[src/common/pmu_reg_pkg.sv]
// ------------------------------
// PMU register package
// APB register map, field layouts,
// the write-word views and the APB request
// ------------------------------
package pmu_reg_pkg;

  localparam int PMU_ADDR_W = 12;
  localparam int PMU_DATA_W = 32;

  // Register offsets
  localparam logic [PMU_ADDR_W-1:0] PMU_ADDR_CTRL  = 12'h000;
  localparam logic [PMU_ADDR_W-1:0] PMU_ADDR_LOAD  = 12'h004;
  localparam logic [PMU_ADDR_W-1:0] PMU_ADDR_LPSEL = 12'h008;
  localparam logic [PMU_ADDR_W-1:0] PMU_ADDR_GATE  = 12'h00c;

  // APB request from the bus master
  typedef struct packed {
    logic                  psel;
    logic                  penable;
    logic                  pwrite;
    logic [PMU_ADDR_W-1:0] paddr;
    logic [PMU_DATA_W-1:0] pwdata;
  } pmu_apb_req_t;

  // ------------------------------
  // Register fields
  // ------------------------------
  // Wakeup source control, bit 0 is wic_en
  typedef struct packed {
    logic timer_en;
    logic debug_en;
    logic event_en;
    logic wic_en;
  } pmu_wake_ctl_t;

  // Low-power mode select, one-hot, bit 0 is normal
  typedef struct packed {
    logic pwr_off;
    logic ret_pwr_off;
    logic clk_off;
    logic clk_slow;
    logic normal;
  } pmu_lp_sel_t;

  // Forced clock-gate bits
  typedef struct packed {
    logic gate1;
    logic gate0;
  } pmu_gate_set_t;

  // One APB data word, seen raw or as one of the register layouts
  typedef union packed {
    logic [PMU_DATA_W-1:0] raw;
    struct packed {
      logic [PMU_DATA_W-5:0] pad;
      pmu_wake_ctl_t         f;
    } ctrl;
    struct packed {
      logic [PMU_DATA_W-6:0] pad;
      pmu_lp_sel_t           f;
    } lp;
    struct packed {
      logic [PMU_DATA_W-3:0] pad;
      pmu_gate_set_t         f;
    } gate;
  } pmu_reg_word_u;

endpackage

[src/common/pmu_ctrl_pkg.sv]
// ------------------------------
// PMU control package
// Sleep states, sequencer milestones,
// power-control and clock-gate outputs
// ------------------------------
package pmu_ctrl_pkg;

  // Sleep controller states
  typedef enum logic [2:0] {
    NORMAL         = 3'd0,
    LIGHT_SLP      = 3'd1,
    LSLP_TO_NORMAL = 3'd2,
    DEEP_SLP       = 3'd3,
    DSLP_TO_NORMAL = 3'd4
  } pmu_state_e;

  // ------------------------------
  // Deep-sleep sequencer
  // ------------------------------
  localparam int PMU_SEQ_W = 16;

  // Milestones, counted from the cycle after the start pulse
  localparam logic [PMU_SEQ_W-1:0] PMU_SEQ_STEP_A = 16'h0020;
  localparam logic [PMU_SEQ_W-1:0] PMU_SEQ_STEP_B = 16'h0040;
  localparam logic [PMU_SEQ_W-1:0] PMU_SEQ_STEP_C = 16'h0041;
  // Last step, also where done is raised
  localparam logic [PMU_SEQ_W-1:0] PMU_SEQ_STEP_D = 16'h0060;

  // Power domain controls
  typedef struct packed {
    logic pwr_on;
    logic iso_in;
    logic iso_out;
    logic save;
    logic restore;
  } pmu_pwr_ctl_t;

  // Clock-gate enables to the clock generator
  typedef struct packed {
    logic gate_en1;
    logic gate_en0;
  } pmu_gate_t;

endpackage

[src/design/pmu_apb_regs.sv]
// ------------------------------
// PMU APB register file
// Four registers with a combinational read mux
// ------------------------------
`timescale 1ns/1ps

module pmu_apb_regs (
  input  logic                               pmu_clk,
  input  logic                               pad_cpu_rst_b,
  input  pmu_reg_pkg::pmu_apb_req_t          i_apb,
  input  logic                               i_lp_wr_en,
  input  logic [pmu_reg_pkg::PMU_DATA_W-1:0] i_count,
  output logic [pmu_reg_pkg::PMU_DATA_W-1:0] o_prdata,
  output pmu_reg_pkg::pmu_wake_ctl_t         o_wake_ctl,
  output logic [pmu_reg_pkg::PMU_DATA_W-1:0] o_load,
  output pmu_reg_pkg::pmu_lp_sel_t           o_lp_sel,
  output pmu_reg_pkg::pmu_gate_set_t         o_gate_set
);

  import pmu_reg_pkg::*;

  pmu_reg_word_u         wdata;
  pmu_reg_word_u         rdata;
  logic                  wr_en;
  logic                  rd_en;
  pmu_wake_ctl_t         ctrl_q;
  logic [PMU_DATA_W-1:0] load_q;
  pmu_reg_word_u         lp_q;
  pmu_reg_word_u         gate_q;

  assign wdata = i_apb.pwdata;
  assign wr_en = i_apb.psel && i_apb.pwrite && i_apb.penable;
  assign rd_en = i_apb.psel && !i_apb.pwrite;

  // ------------------------------
  // Register writes
  // ------------------------------
  always_ff @(posedge pmu_clk or negedge pad_cpu_rst_b)
  begin
    if (!pad_cpu_rst_b)
    begin
      ctrl_q <= '0;
      load_q <= '0;
      lp_q   <= '0;
      gate_q <= '0;
    end
    else if (wr_en)
    begin
      case (i_apb.paddr)
        PMU_ADDR_CTRL:  ctrl_q <= wdata.ctrl.f;
        PMU_ADDR_LOAD:  load_q <= wdata.raw;
        // Mode select is frozen outside normal state
        PMU_ADDR_LPSEL: if (i_lp_wr_en) lp_q.lp <= wdata.lp;
        PMU_ADDR_GATE:  gate_q.gate <= wdata.gate;
        default:        ;
      endcase
    end
  end

  // ------------------------------
  // Read mux
  // ------------------------------
  always_comb
  begin
    rdata = '0;
    if (rd_en)
    begin
      case (i_apb.paddr)
        PMU_ADDR_CTRL:  rdata.ctrl.f = ctrl_q;
        // Live count rather than the reload value
        PMU_ADDR_LOAD:  rdata.raw = i_count;
        PMU_ADDR_LPSEL: rdata = lp_q;
        PMU_ADDR_GATE:  rdata = gate_q;
        default:        rdata = '0;
      endcase
    end
  end

  assign o_prdata   = rdata.raw;
  assign o_wake_ctl = ctrl_q;
  assign o_load     = load_q;
  assign o_lp_sel   = lp_q.lp.f;
  assign o_gate_set = gate_q.gate.f;

endmodule

[src/design/pmu_event_timer.sv]
// ------------------------------
// PMU event timer
// Reloading down-counter with a zero-count event
// ------------------------------
`timescale 1ns/1ps

module pmu_event_timer (
  input  logic                               pmu_clk,
  input  logic                               pad_cpu_rst_b,
  input  logic                               i_timer_en,
  input  logic [pmu_reg_pkg::PMU_DATA_W-1:0] i_load,
  output logic [pmu_reg_pkg::PMU_DATA_W-1:0] o_count,
  output logic                               o_event
);

  logic                                timer_en_q;
  logic                                reload;
  logic [pmu_reg_pkg::PMU_DATA_W-1:0]  count_q;

  always_ff @(posedge pmu_clk or negedge pad_cpu_rst_b)
  begin
    if (!pad_cpu_rst_b)
      timer_en_q <= 1'b0;
    else
      timer_en_q <= i_timer_en;
  end

  // Reload when the timer is switched on or runs out
  assign reload = (i_timer_en && !timer_en_q) || (count_q == '0);

  always_ff @(posedge pmu_clk or negedge pad_cpu_rst_b)
  begin
    if (!pad_cpu_rst_b)
      count_q <= '0;
    else if (reload)
      count_q <= i_load;
    else if (i_timer_en)
      count_q <= count_q - 1'b1;
  end

  assign o_count = count_q;
  assign o_event = i_timer_en && (count_q == '0);

endmodule

[src/design/pmu_wakeup.sv]
// ------------------------------
// PMU wakeup logic
// lpmd synchronizer, wakeup sources,
// pending flags and the debug request
// ------------------------------
`timescale 1ns/1ps

module pmu_wakeup (
  input  logic                       pmu_clk,
  input  logic                       pad_cpu_rst_b,
  input  logic [1:0]                 i_lpmd_b,
  input  logic                       i_intraw_vld,
  input  logic                       i_had_wakeup_req_b,
  input  logic                       i_event,
  input  pmu_reg_pkg::pmu_wake_ctl_t i_wake_ctl,
  output logic                       o_lpmd_sleep,
  output logic                       o_lpmd_normal,
  output logic                       o_wakeup,
  output logic                       o_jdb_req_b
);

  logic [1:0] lpmd_meta;
  logic [1:0] lpmd_sync;
  logic       dbg_meta_b;
  logic       dbg_sync_b;
  logic       event_q;
  logic       event_pending;
  logic       debug_pending;

  // ------------------------------
  // Input synchronizers
  // ------------------------------
  // Both reset to the idle level
  always_ff @(posedge pmu_clk or negedge pad_cpu_rst_b)
  begin
    if (!pad_cpu_rst_b)
    begin
      lpmd_meta  <= 2'b11;
      lpmd_sync  <= 2'b11;
      dbg_meta_b <= 1'b1;
      dbg_sync_b <= 1'b1;
    end
    else
    begin
      lpmd_meta  <= i_lpmd_b;
      lpmd_sync  <= lpmd_meta;
      dbg_meta_b <= i_had_wakeup_req_b;
      dbg_sync_b <= dbg_meta_b;
    end
  end

  assign o_lpmd_normal = (lpmd_sync == 2'b11);
  assign o_lpmd_sleep  = !o_lpmd_normal;

  // ------------------------------
  // Pending flags
  // ------------------------------
  always_ff @(posedge pmu_clk or negedge pad_cpu_rst_b)
  begin
    if (!pad_cpu_rst_b)
    begin
      event_q       <= 1'b0;
      event_pending <= 1'b0;
      debug_pending <= 1'b0;
    end
    else
    begin
      event_q <= i_event;
      // Rising timer event while the core asks for sleep
      if (i_event && !event_q && o_lpmd_sleep)
        event_pending <= 1'b1;
      else if (o_lpmd_normal)
        event_pending <= 1'b0;
      if (!dbg_sync_b && o_lpmd_sleep)
        debug_pending <= 1'b1;
      else if (o_lpmd_normal)
        debug_pending <= 1'b0;
    end
  end

  assign o_wakeup = (i_intraw_vld && i_wake_ctl.wic_en && o_lpmd_sleep)
                 || (event_pending && i_wake_ctl.event_en)
                 || (debug_pending && i_wake_ctl.debug_en);

  // Tells the debugger its wakeup request was taken
  assign o_jdb_req_b = !debug_pending;

endmodule

[src/design/pmu_ctrl.sv]
// ------------------------------
// PMU sleep controller
// Five-state FSM, sequencer start and
// clock-gate enables
// ------------------------------
`timescale 1ns/1ps

module pmu_ctrl (
  input  logic                       pmu_clk,
  input  logic                       pad_cpu_rst_b,
  input  pmu_reg_pkg::pmu_lp_sel_t   i_lp_sel,
  input  pmu_reg_pkg::pmu_gate_set_t i_gate_set,
  input  logic                       i_lpmd_sleep,
  input  logic                       i_lpmd_normal,
  input  logic                       i_wakeup,
  input  logic                       i_seq_done,
  output logic                       o_lp_wr_en,
  output logic                       o_start_seq,
  output logic                       o_seq_exit,
  output pmu_ctrl_pkg::pmu_gate_t    o_gate
);

  import pmu_ctrl_pkg::*;

  pmu_state_e state_q;
  pmu_state_e state_d;
  logic       light_req;
  logic       deep_req;

  assign light_req = i_lp_sel.clk_slow || i_lp_sel.clk_off;
  assign deep_req  = i_lp_sel.ret_pwr_off || i_lp_sel.pwr_off;

  always_ff @(posedge pmu_clk or negedge pad_cpu_rst_b)
  begin
    if (!pad_cpu_rst_b)
      state_q <= NORMAL;
    else
      state_q <= state_d;
  end

  // ------------------------------
  // Next state
  // ------------------------------
  always_comb
  begin
    state_d = state_q;
    case (state_q)
      NORMAL:
      begin
        // Normal select keeps the core awake
        if (!i_lp_sel.normal && i_lpmd_sleep)
        begin
          if (light_req)
            state_d = LIGHT_SLP;
          else if (deep_req)
            state_d = DEEP_SLP;
        end
      end
      LIGHT_SLP:
      begin
        if (i_wakeup)
          state_d = LSLP_TO_NORMAL;
      end
      LSLP_TO_NORMAL:
      begin
        if (i_lpmd_normal)
          state_d = NORMAL;
      end
      DEEP_SLP:
      begin
        // Entry sequence must finish first
        if (i_wakeup && i_seq_done)
          state_d = DSLP_TO_NORMAL;
      end
      DSLP_TO_NORMAL:
      begin
        if (i_lpmd_normal && i_seq_done)
          state_d = NORMAL;
      end
      default:
        state_d = NORMAL;
    endcase
  end

  // Start pulse in the cycle that enters a deep-sleep state,
  // so the old done flag is gone once the new state is seen
  assign o_start_seq = (state_d != state_q)
                    && ((state_d == DEEP_SLP) || (state_d == DSLP_TO_NORMAL));
  assign o_seq_exit  = (state_d == DSLP_TO_NORMAL);

  assign o_lp_wr_en = (state_q == NORMAL);

  // ------------------------------
  // Clock gating
  // ------------------------------
  assign o_gate.gate_en0 = i_gate_set.gate0
                        || ((state_q == LIGHT_SLP) && i_lp_sel.clk_slow);
  assign o_gate.gate_en1 = i_gate_set.gate1
                        || ((state_q == LIGHT_SLP) && i_lp_sel.clk_off)
                        || ((state_q == DEEP_SLP) && i_lp_sel.ret_pwr_off);

endmodule

[src/design/pmu_pwr_seq.sv]
// ------------------------------
// PMU power sequencer
// Deep-sleep entry and exit steps for
// power, isolation, save and restore
// ------------------------------
`timescale 1ns/1ps

module pmu_pwr_seq (
  input  logic                       pmu_clk,
  input  logic                       pad_cpu_rst_b,
  input  logic                       i_start_seq,
  input  logic                       i_seq_exit,
  output pmu_ctrl_pkg::pmu_pwr_ctl_t o_pwr,
  output logic                       o_seq_done
);

  import pmu_ctrl_pkg::*;

  logic [PMU_SEQ_W-1:0] cnt_q;
  logic                 run_q;
  logic                 exit_q;
  logic                 done_q;
  pmu_pwr_ctl_t         pwr_q;

  always_ff @(posedge pmu_clk or negedge pad_cpu_rst_b)
  begin
    if (!pad_cpu_rst_b)
    begin
      cnt_q  <= '0;
      run_q  <= 1'b0;
      exit_q <= 1'b0;
      done_q <= 1'b0;
      // Domain powered, no isolation
      pwr_q  <= '{pwr_on: 1'b1, default: 1'b0};
    end
    else if (i_start_seq)
    begin
      cnt_q  <= '0;
      run_q  <= 1'b1;
      exit_q <= i_seq_exit;
      done_q <= 1'b0;
    end
    else if (run_q)
    begin
      cnt_q <= cnt_q + 1'b1;
      if (!exit_q)
      begin
        // ------------------------------
        // Entry: isolate, save, power off
        // ------------------------------
        case (cnt_q)
          PMU_SEQ_STEP_A:
          begin
            pwr_q.iso_in  <= 1'b1;
            pwr_q.iso_out <= 1'b1;
          end
          PMU_SEQ_STEP_B: pwr_q.save <= 1'b1;
          PMU_SEQ_STEP_C: pwr_q.save <= 1'b0;
          PMU_SEQ_STEP_D:
          begin
            pwr_q.pwr_on <= 1'b0;
            done_q       <= 1'b1;
            run_q        <= 1'b0;
          end
          default: ;
        endcase
      end
      else
      begin
        // ------------------------------
        // Exit: power on, restore, release
        // ------------------------------
        case (cnt_q)
          PMU_SEQ_STEP_A:
          begin
            pwr_q.pwr_on  <= 1'b1;
            pwr_q.restore <= 1'b1;
          end
          PMU_SEQ_STEP_B:
          begin
            pwr_q.iso_in  <= 1'b0;
            pwr_q.iso_out <= 1'b0;
          end
          PMU_SEQ_STEP_C: pwr_q.restore <= 1'b0;
          PMU_SEQ_STEP_D:
          begin
            done_q <= 1'b1;
            run_q  <= 1'b0;
          end
          default: ;
        endcase
      end
    end
  end

  assign o_pwr      = pwr_q;
  assign o_seq_done = done_q;

endmodule

[src/design/pmu_top.sv]
// ------------------------------
// PMU top level
// APB registers, event timer, wakeup logic,
// sleep controller and power sequencer
// ------------------------------
`timescale 1ns/1ps

module pmu_top (
  input  logic                             pmu_clk,
  input  logic                             pad_cpu_rst_b,
  input  pmu_reg_pkg::pmu_apb_req_t        i_apb,
  output logic [pmu_reg_pkg::PMU_DATA_W-1:0] o_prdata,
  input  logic [1:0]                       i_lpmd_b,
  input  logic                             i_intraw_vld,
  input  logic                             i_had_wakeup_req_b,
  output pmu_ctrl_pkg::pmu_gate_t          o_gate,
  output pmu_ctrl_pkg::pmu_pwr_ctl_t       o_pwr,
  output logic                             o_jdb_req_b
);

  import pmu_reg_pkg::*;

  pmu_wake_ctl_t         wake_ctl;
  pmu_lp_sel_t           lp_sel;
  pmu_gate_set_t         gate_set;
  logic [PMU_DATA_W-1:0] load;
  logic [PMU_DATA_W-1:0] count;
  logic                  timer_event;
  logic                  lp_wr_en;
  logic                  lpmd_sleep;
  logic                  lpmd_normal;
  logic                  wakeup;
  logic                  start_seq;
  logic                  seq_exit;
  logic                  seq_done;

  pmu_apb_regs u_apb_regs (
    .pmu_clk       (pmu_clk),
    .pad_cpu_rst_b (pad_cpu_rst_b),
    .i_apb         (i_apb),
    .i_lp_wr_en    (lp_wr_en),
    .i_count       (count),
    .o_prdata      (o_prdata),
    .o_wake_ctl    (wake_ctl),
    .o_load        (load),
    .o_lp_sel      (lp_sel),
    .o_gate_set    (gate_set)
  );

  pmu_event_timer u_event_timer (
    .pmu_clk       (pmu_clk),
    .pad_cpu_rst_b (pad_cpu_rst_b),
    .i_timer_en    (wake_ctl.timer_en),
    .i_load        (load),
    .o_count       (count),
    .o_event       (timer_event)
  );

  pmu_wakeup u_wakeup (
    .pmu_clk            (pmu_clk),
    .pad_cpu_rst_b      (pad_cpu_rst_b),
    .i_lpmd_b           (i_lpmd_b),
    .i_intraw_vld       (i_intraw_vld),
    .i_had_wakeup_req_b (i_had_wakeup_req_b),
    .i_event            (timer_event),
    .i_wake_ctl         (wake_ctl),
    .o_lpmd_sleep       (lpmd_sleep),
    .o_lpmd_normal      (lpmd_normal),
    .o_wakeup           (wakeup),
    .o_jdb_req_b        (o_jdb_req_b)
  );

  pmu_ctrl u_ctrl (
    .pmu_clk       (pmu_clk),
    .pad_cpu_rst_b (pad_cpu_rst_b),
    .i_lp_sel      (lp_sel),
    .i_gate_set    (gate_set),
    .i_lpmd_sleep  (lpmd_sleep),
    .i_lpmd_normal (lpmd_normal),
    .i_wakeup      (wakeup),
    .i_seq_done    (seq_done),
    .o_lp_wr_en    (lp_wr_en),
    .o_start_seq   (start_seq),
    .o_seq_exit    (seq_exit),
    .o_gate        (o_gate)
  );

  pmu_pwr_seq u_pwr_seq (
    .pmu_clk       (pmu_clk),
    .pad_cpu_rst_b (pad_cpu_rst_b),
    .i_start_seq   (start_seq),
    .i_seq_exit    (seq_exit),
    .o_pwr         (o_pwr),
    .o_seq_done    (seq_done)
  );

endmodule

[config.mk]
export PLATFORM = sky130hd
export DESIGN_NAME = pmu_top
export DESIGN_NICKNAME = d
export VERILOG_FILES = /design/src/common/pmu_reg_pkg.sv /design/src/common/pmu_ctrl_pkg.sv /design/src/design/pmu_apb_regs.sv /design/src/design/pmu_event_timer.sv /design/src/design/pmu_wakeup.sv /design/src/design/pmu_ctrl.sv /design/src/design/pmu_pwr_seq.sv /design/src/design/pmu_top.sv
export SDC_FILE = /design/constraint.sdc
export NUM_CORES = 1
export LEC_CHECK = 0
export BUFFER_PORTS_ARGS = -buffer_cell sky130_fd_sc_hd__buf_2
export CORE_AREA = 4 4 130 132
export DETAILED_ROUTE_END_ITERATION = 10
export DIE_AREA = 0 0 134 136
export GPL_ROUTABILITY_DRIVEN = 0
export GPL_TIMING_DRIVEN = 1
export PLACE_DENSITY = 0.75
export SYNTH_ARGS = -nofsm -noshare
export SYNTH_HDL_FRONTEND = slang
export SYNTH_SLANG_ARGS = --single-unit
[constraint.sdc]
create_clock -name pmu_clk -period 2.9 [get_ports pmu_clk]
set_input_delay 0.29 -clock pmu_clk [delete_from_list [all_inputs] [get_ports pmu_clk]]
set_output_delay 0.29 -clock pmu_clk [all_outputs]
set_load 0.01 [all_outputs]
==> flow_summary.json <==
{
  "routed_via_density": 6.04,
  "cts_made_buffers": 17,
  "r2r_setup_slack_ps": 260,
  "yosys_warnings": 0,
  "grt_pass1_wl_um": 35300,
  "worst_slew_pin_slew_ps": 869,
  "fin_skew_ps": 10.2,
  "r2r_cells": 6,
  "p_leak_uw": 0.00470,
  "ir_drop_uv": 505,
  "power_uw": 5510,
  "drv_cap": 0,
  "slowest_delay_ps": 590,
  "status": "finished clean",
  "drc": 0,
  "min_period_ps": 2640,
  "p_per_area_nw_per_um2": 547,
  "hold_violations": 0,
  "rsz0062_at_grt": "no",
  "crit_path_end": "u_event_timer.o_count[17]$_DFFE_PN0P_",
  "synth_cell_types": 68,
  "crit_path_top_delay_cell": "or4_4",
  "clk_latency_ps": 420,
  "antennaDiodeCount": 0,
  "grtUsageTotal_pct": 24.1,
  "critPathBufInv": 1,
  "fillers": 1231,
  "worstHoldStart": "i_apb[11]",
  "synth_fa_ha_area_share_pct": 0.732,
  "cp_top_family": "simple AND/OR/NAND/NOR gates",
  "die_area_um2": 18200,
  "synthSimpleGateAreaFrac_pct": 14.6,
  "final_max_slew_viol_count": 0,
  "grt_pass1_vias": 6847,
  "muxShareOfSynthArea_pct": 17.2,
  "crit_path_start": "u_event_timer.o_count[26]$_DFFE_PN0P_",
  "slew_headroom_pct": 41.6,
  "portBuffers": 92,
  "final.period_utilization_pct": 91.2,
  "core.rowCount": 46,
  "crit_required_ps": 3200,
  "crit_top_cell": "or4_4",
  "grt_antenna_before_repair": 0,
  "synth_edf_count": 0,
  "via_count": 6722,
  "syn_to_final_growth_pct": 17.8,
  "finalSetupViolCount": 0,
  "fin_util_pct": 64.1,
  "drtIter0Drc": 429,
  "ant_nets": 0,
  "r2r_start": "u_event_timer.o_count[26]$_DFFE_PN0P_",
  "wl_per_cell_um": 19.1,
  "h-tree-depth": 4,
  "synth_xor_xnor_area_share_pct": 1.74,
  "regToRegEndpoint": "u_event_timer.o_count[17]$_DFFE_PN0P_",
  "synth_compound_area_share_pct": 13.1,
  "synth_seq_cells": 168,
  "start_util_pct": 54.4,
  "grt_overflow_total": 0,
  "clkSinkCount": 168,
  "path_cells": "or4_4 -> or4_4 -> nor3_4 -> buf_4 -> nor4_1 -> a221o_1",
  "synth_seq_area_share_pct": 49.3,
  "hp-class": "in2reg",
  "crit_path_end_kind": "register",
  "crit_arrival_ps": 2950,
  "netlist_instances": 782,
  "cp_num_cells": 6,
  "clockBufferDepth": 2,
  "fin_nets": 942,
  "drive_gt1_share_pct": 34.2,
  "cts_resized": 0,
  "tns_ps": 0,
  "clockRootBuffer": "clkbuf_16",
  "synthesis.area_um2": 8550,
  "post-cts-setup-buffer-count": 0,
  "synth_top_family_by_area": "multiplexers",
  "first_pass_iters": 5,
  "ys.flop_type": "dfrtp_1",
  "ys_async_sr_fraction_pct": 100,
  "die_x_um": 134,
  "die_y_um": 136,
  "cts_tree": "yes",
  "path_class": "reg2reg",
  "critPathLaunchType": "register",
  "synth_nets": 840,
  "cp_max_fo": 11,
  "avgSynthCellArea_um2": 10.9,
  "core-area_um2": 15700,
  "hpwl_um": 14500,
  "routed_wl_um": 21300,
  "pin_count": 93,
  "max_freq_ghz": 0.378,
  "clkTransAtPathRegs_ps": 60,
  "grt_max_degree": 73
}
[placed cells by master (no fill, tap or decap), drive strengths merged, types with 18 or more instances in the layout]
cell type    n
nand3       19
mux2       121
clkbuf      20
o21ai       29
nor3        18
buf        130
inv         19
nor2        74
a22oi       32
nand2       49
dfrtp      161
[power breakdown]
group,total (uW),internal [uW],switching [uW]
clock,2440,1530,914
combinational,540,244,296
sequential,2530,2420,113
[state kept, by name (all words and copies together), names as in the netlist]
signal,cells
u_apb_regs.gate_q,32
u_apb_regs.lp_q,32
u_apb_regs.o_load,32
u_event_timer.o_count,32
u_pwr_seq.cnt_q,16
u_apb_regs.o_wake_ctl,4
u_pwr_seq.o_pwr,4
u_ctrl.state_q,3
u_wakeup.lpmd_meta,2
u_wakeup.lpmd_sync,2
u_event_timer.timer_en_q,1
u_pwr_seq.exit_q,1
u_pwr_seq.o_seq_done,1
u_pwr_seq.run_q,1
u_wakeup.dbg_meta_b,1
u_wakeup.dbg_sync_b,1
u_wakeup.debug_pending,1
u_wakeup.event_pending,1
u_wakeup.event_q,1
[how the worst min path moves through the flow]
stage          slack, ps  cells after the start                           endpoint
2_1_floorplan         -6                      0   u_apb_regs.gate_q[0]$_DFFE_PN0P_
3_3_place_gp         350                      1     u_pwr_seq.o_pwr[1]$_DFFE_PN0P_
3_5_place_dp         350                      1     u_pwr_seq.o_pwr[1]$_DFFE_PN0P_
4_1_cts              100                      3  u_apb_regs.o_load[11]$_DFFE_PN0P_
5_1_grt              110                      3  u_apb_regs.o_load[15]$_DFFE_PN0P_
6_report             110                      3  u_apb_regs.o_load[11]$_DFFE_PN0P_
[cells in the mapped netlist (all sizes together), types with 5 or more instances]
library cell  count  share of area [%]
nor2             74                3.2
xnor2             6               0.61
xor2             11                1.1
nand4            12               0.88
a31oi            16                1.2
or4               9               0.92
clkbuf           42                1.8
ha                5               0.73
or3               5               0.37
o21ai            29                1.7
a21oi            10               0.59
dfstp             7                2.2
nor4             16                1.6
nand3            19                1.1
a21boi            5               0.44
and3              8               0.59
o31ai             5               0.44
nand2            49                2.2
inv              19               0.83
a311oi            6               0.61
buf               9               0.60
a221o             9                1.1
nor2b             8               0.59
nor3             18                1.2
dfrtp           161                 47
a22oi            32                2.8
a211oi            5               0.44
nor4b             6               0.69
mux2            121                 16
[worst min-delay path, delay by kind of cell]
kind	cells	cell delay [ps]
compound gates	1	60
buf+inv	1	100
simple gates	1	40
[stage by stage]
step                cells  hold WS, ps  cell area, um^2  worst slack, ps
detailed placement   1077          347             9400              305
finish               1113          107            10100              256
floorplan             782        -5.59             8550              456
global route         1113          112            10100              154
global placement     1077          345             9400              334
CTS                  1113         99.8            10100              286
[cells by family (layout without fill, tap and decap cells)]
family                     after synthesis  after routing
AOI/OAI and AO/OA                      156            156
adders and majority gates                5              5
buffers and inverters                   70            185
muxes                                  127            127
DFF                                    168            168
xor gates and xnor gates                17             17
and+or+nand+nor                        239            239
[timing repair]
item	in CTS	in global routing
setup endpoints to repair	0	0
endpoints found under the hold margin	70	0
hold buffers	4	0
[metal layers]
metal | share of wire [%] | global-route usage, %
met1 | 44 | 32.0
met2 | 48 | 39.0
met3 | 6.9 | 6.11
met4 | 1.7 | 7.83
met5 | 0 | 0
[cell type report]
type                            count  area, um^2  area share [%]
Clock buffer                       20         437            4.33
Clock inverter                     12         200            1.99
Inverter                           19        71.3           0.708
Multi-Input combinational cell    544        4080            40.5
Sequential cell                   168        4210            41.8
Tap cell                          216         270            2.68
Timing Repair Buffer              134         805            7.99
No activity file was read; power rests on OpenSTA's default activity.
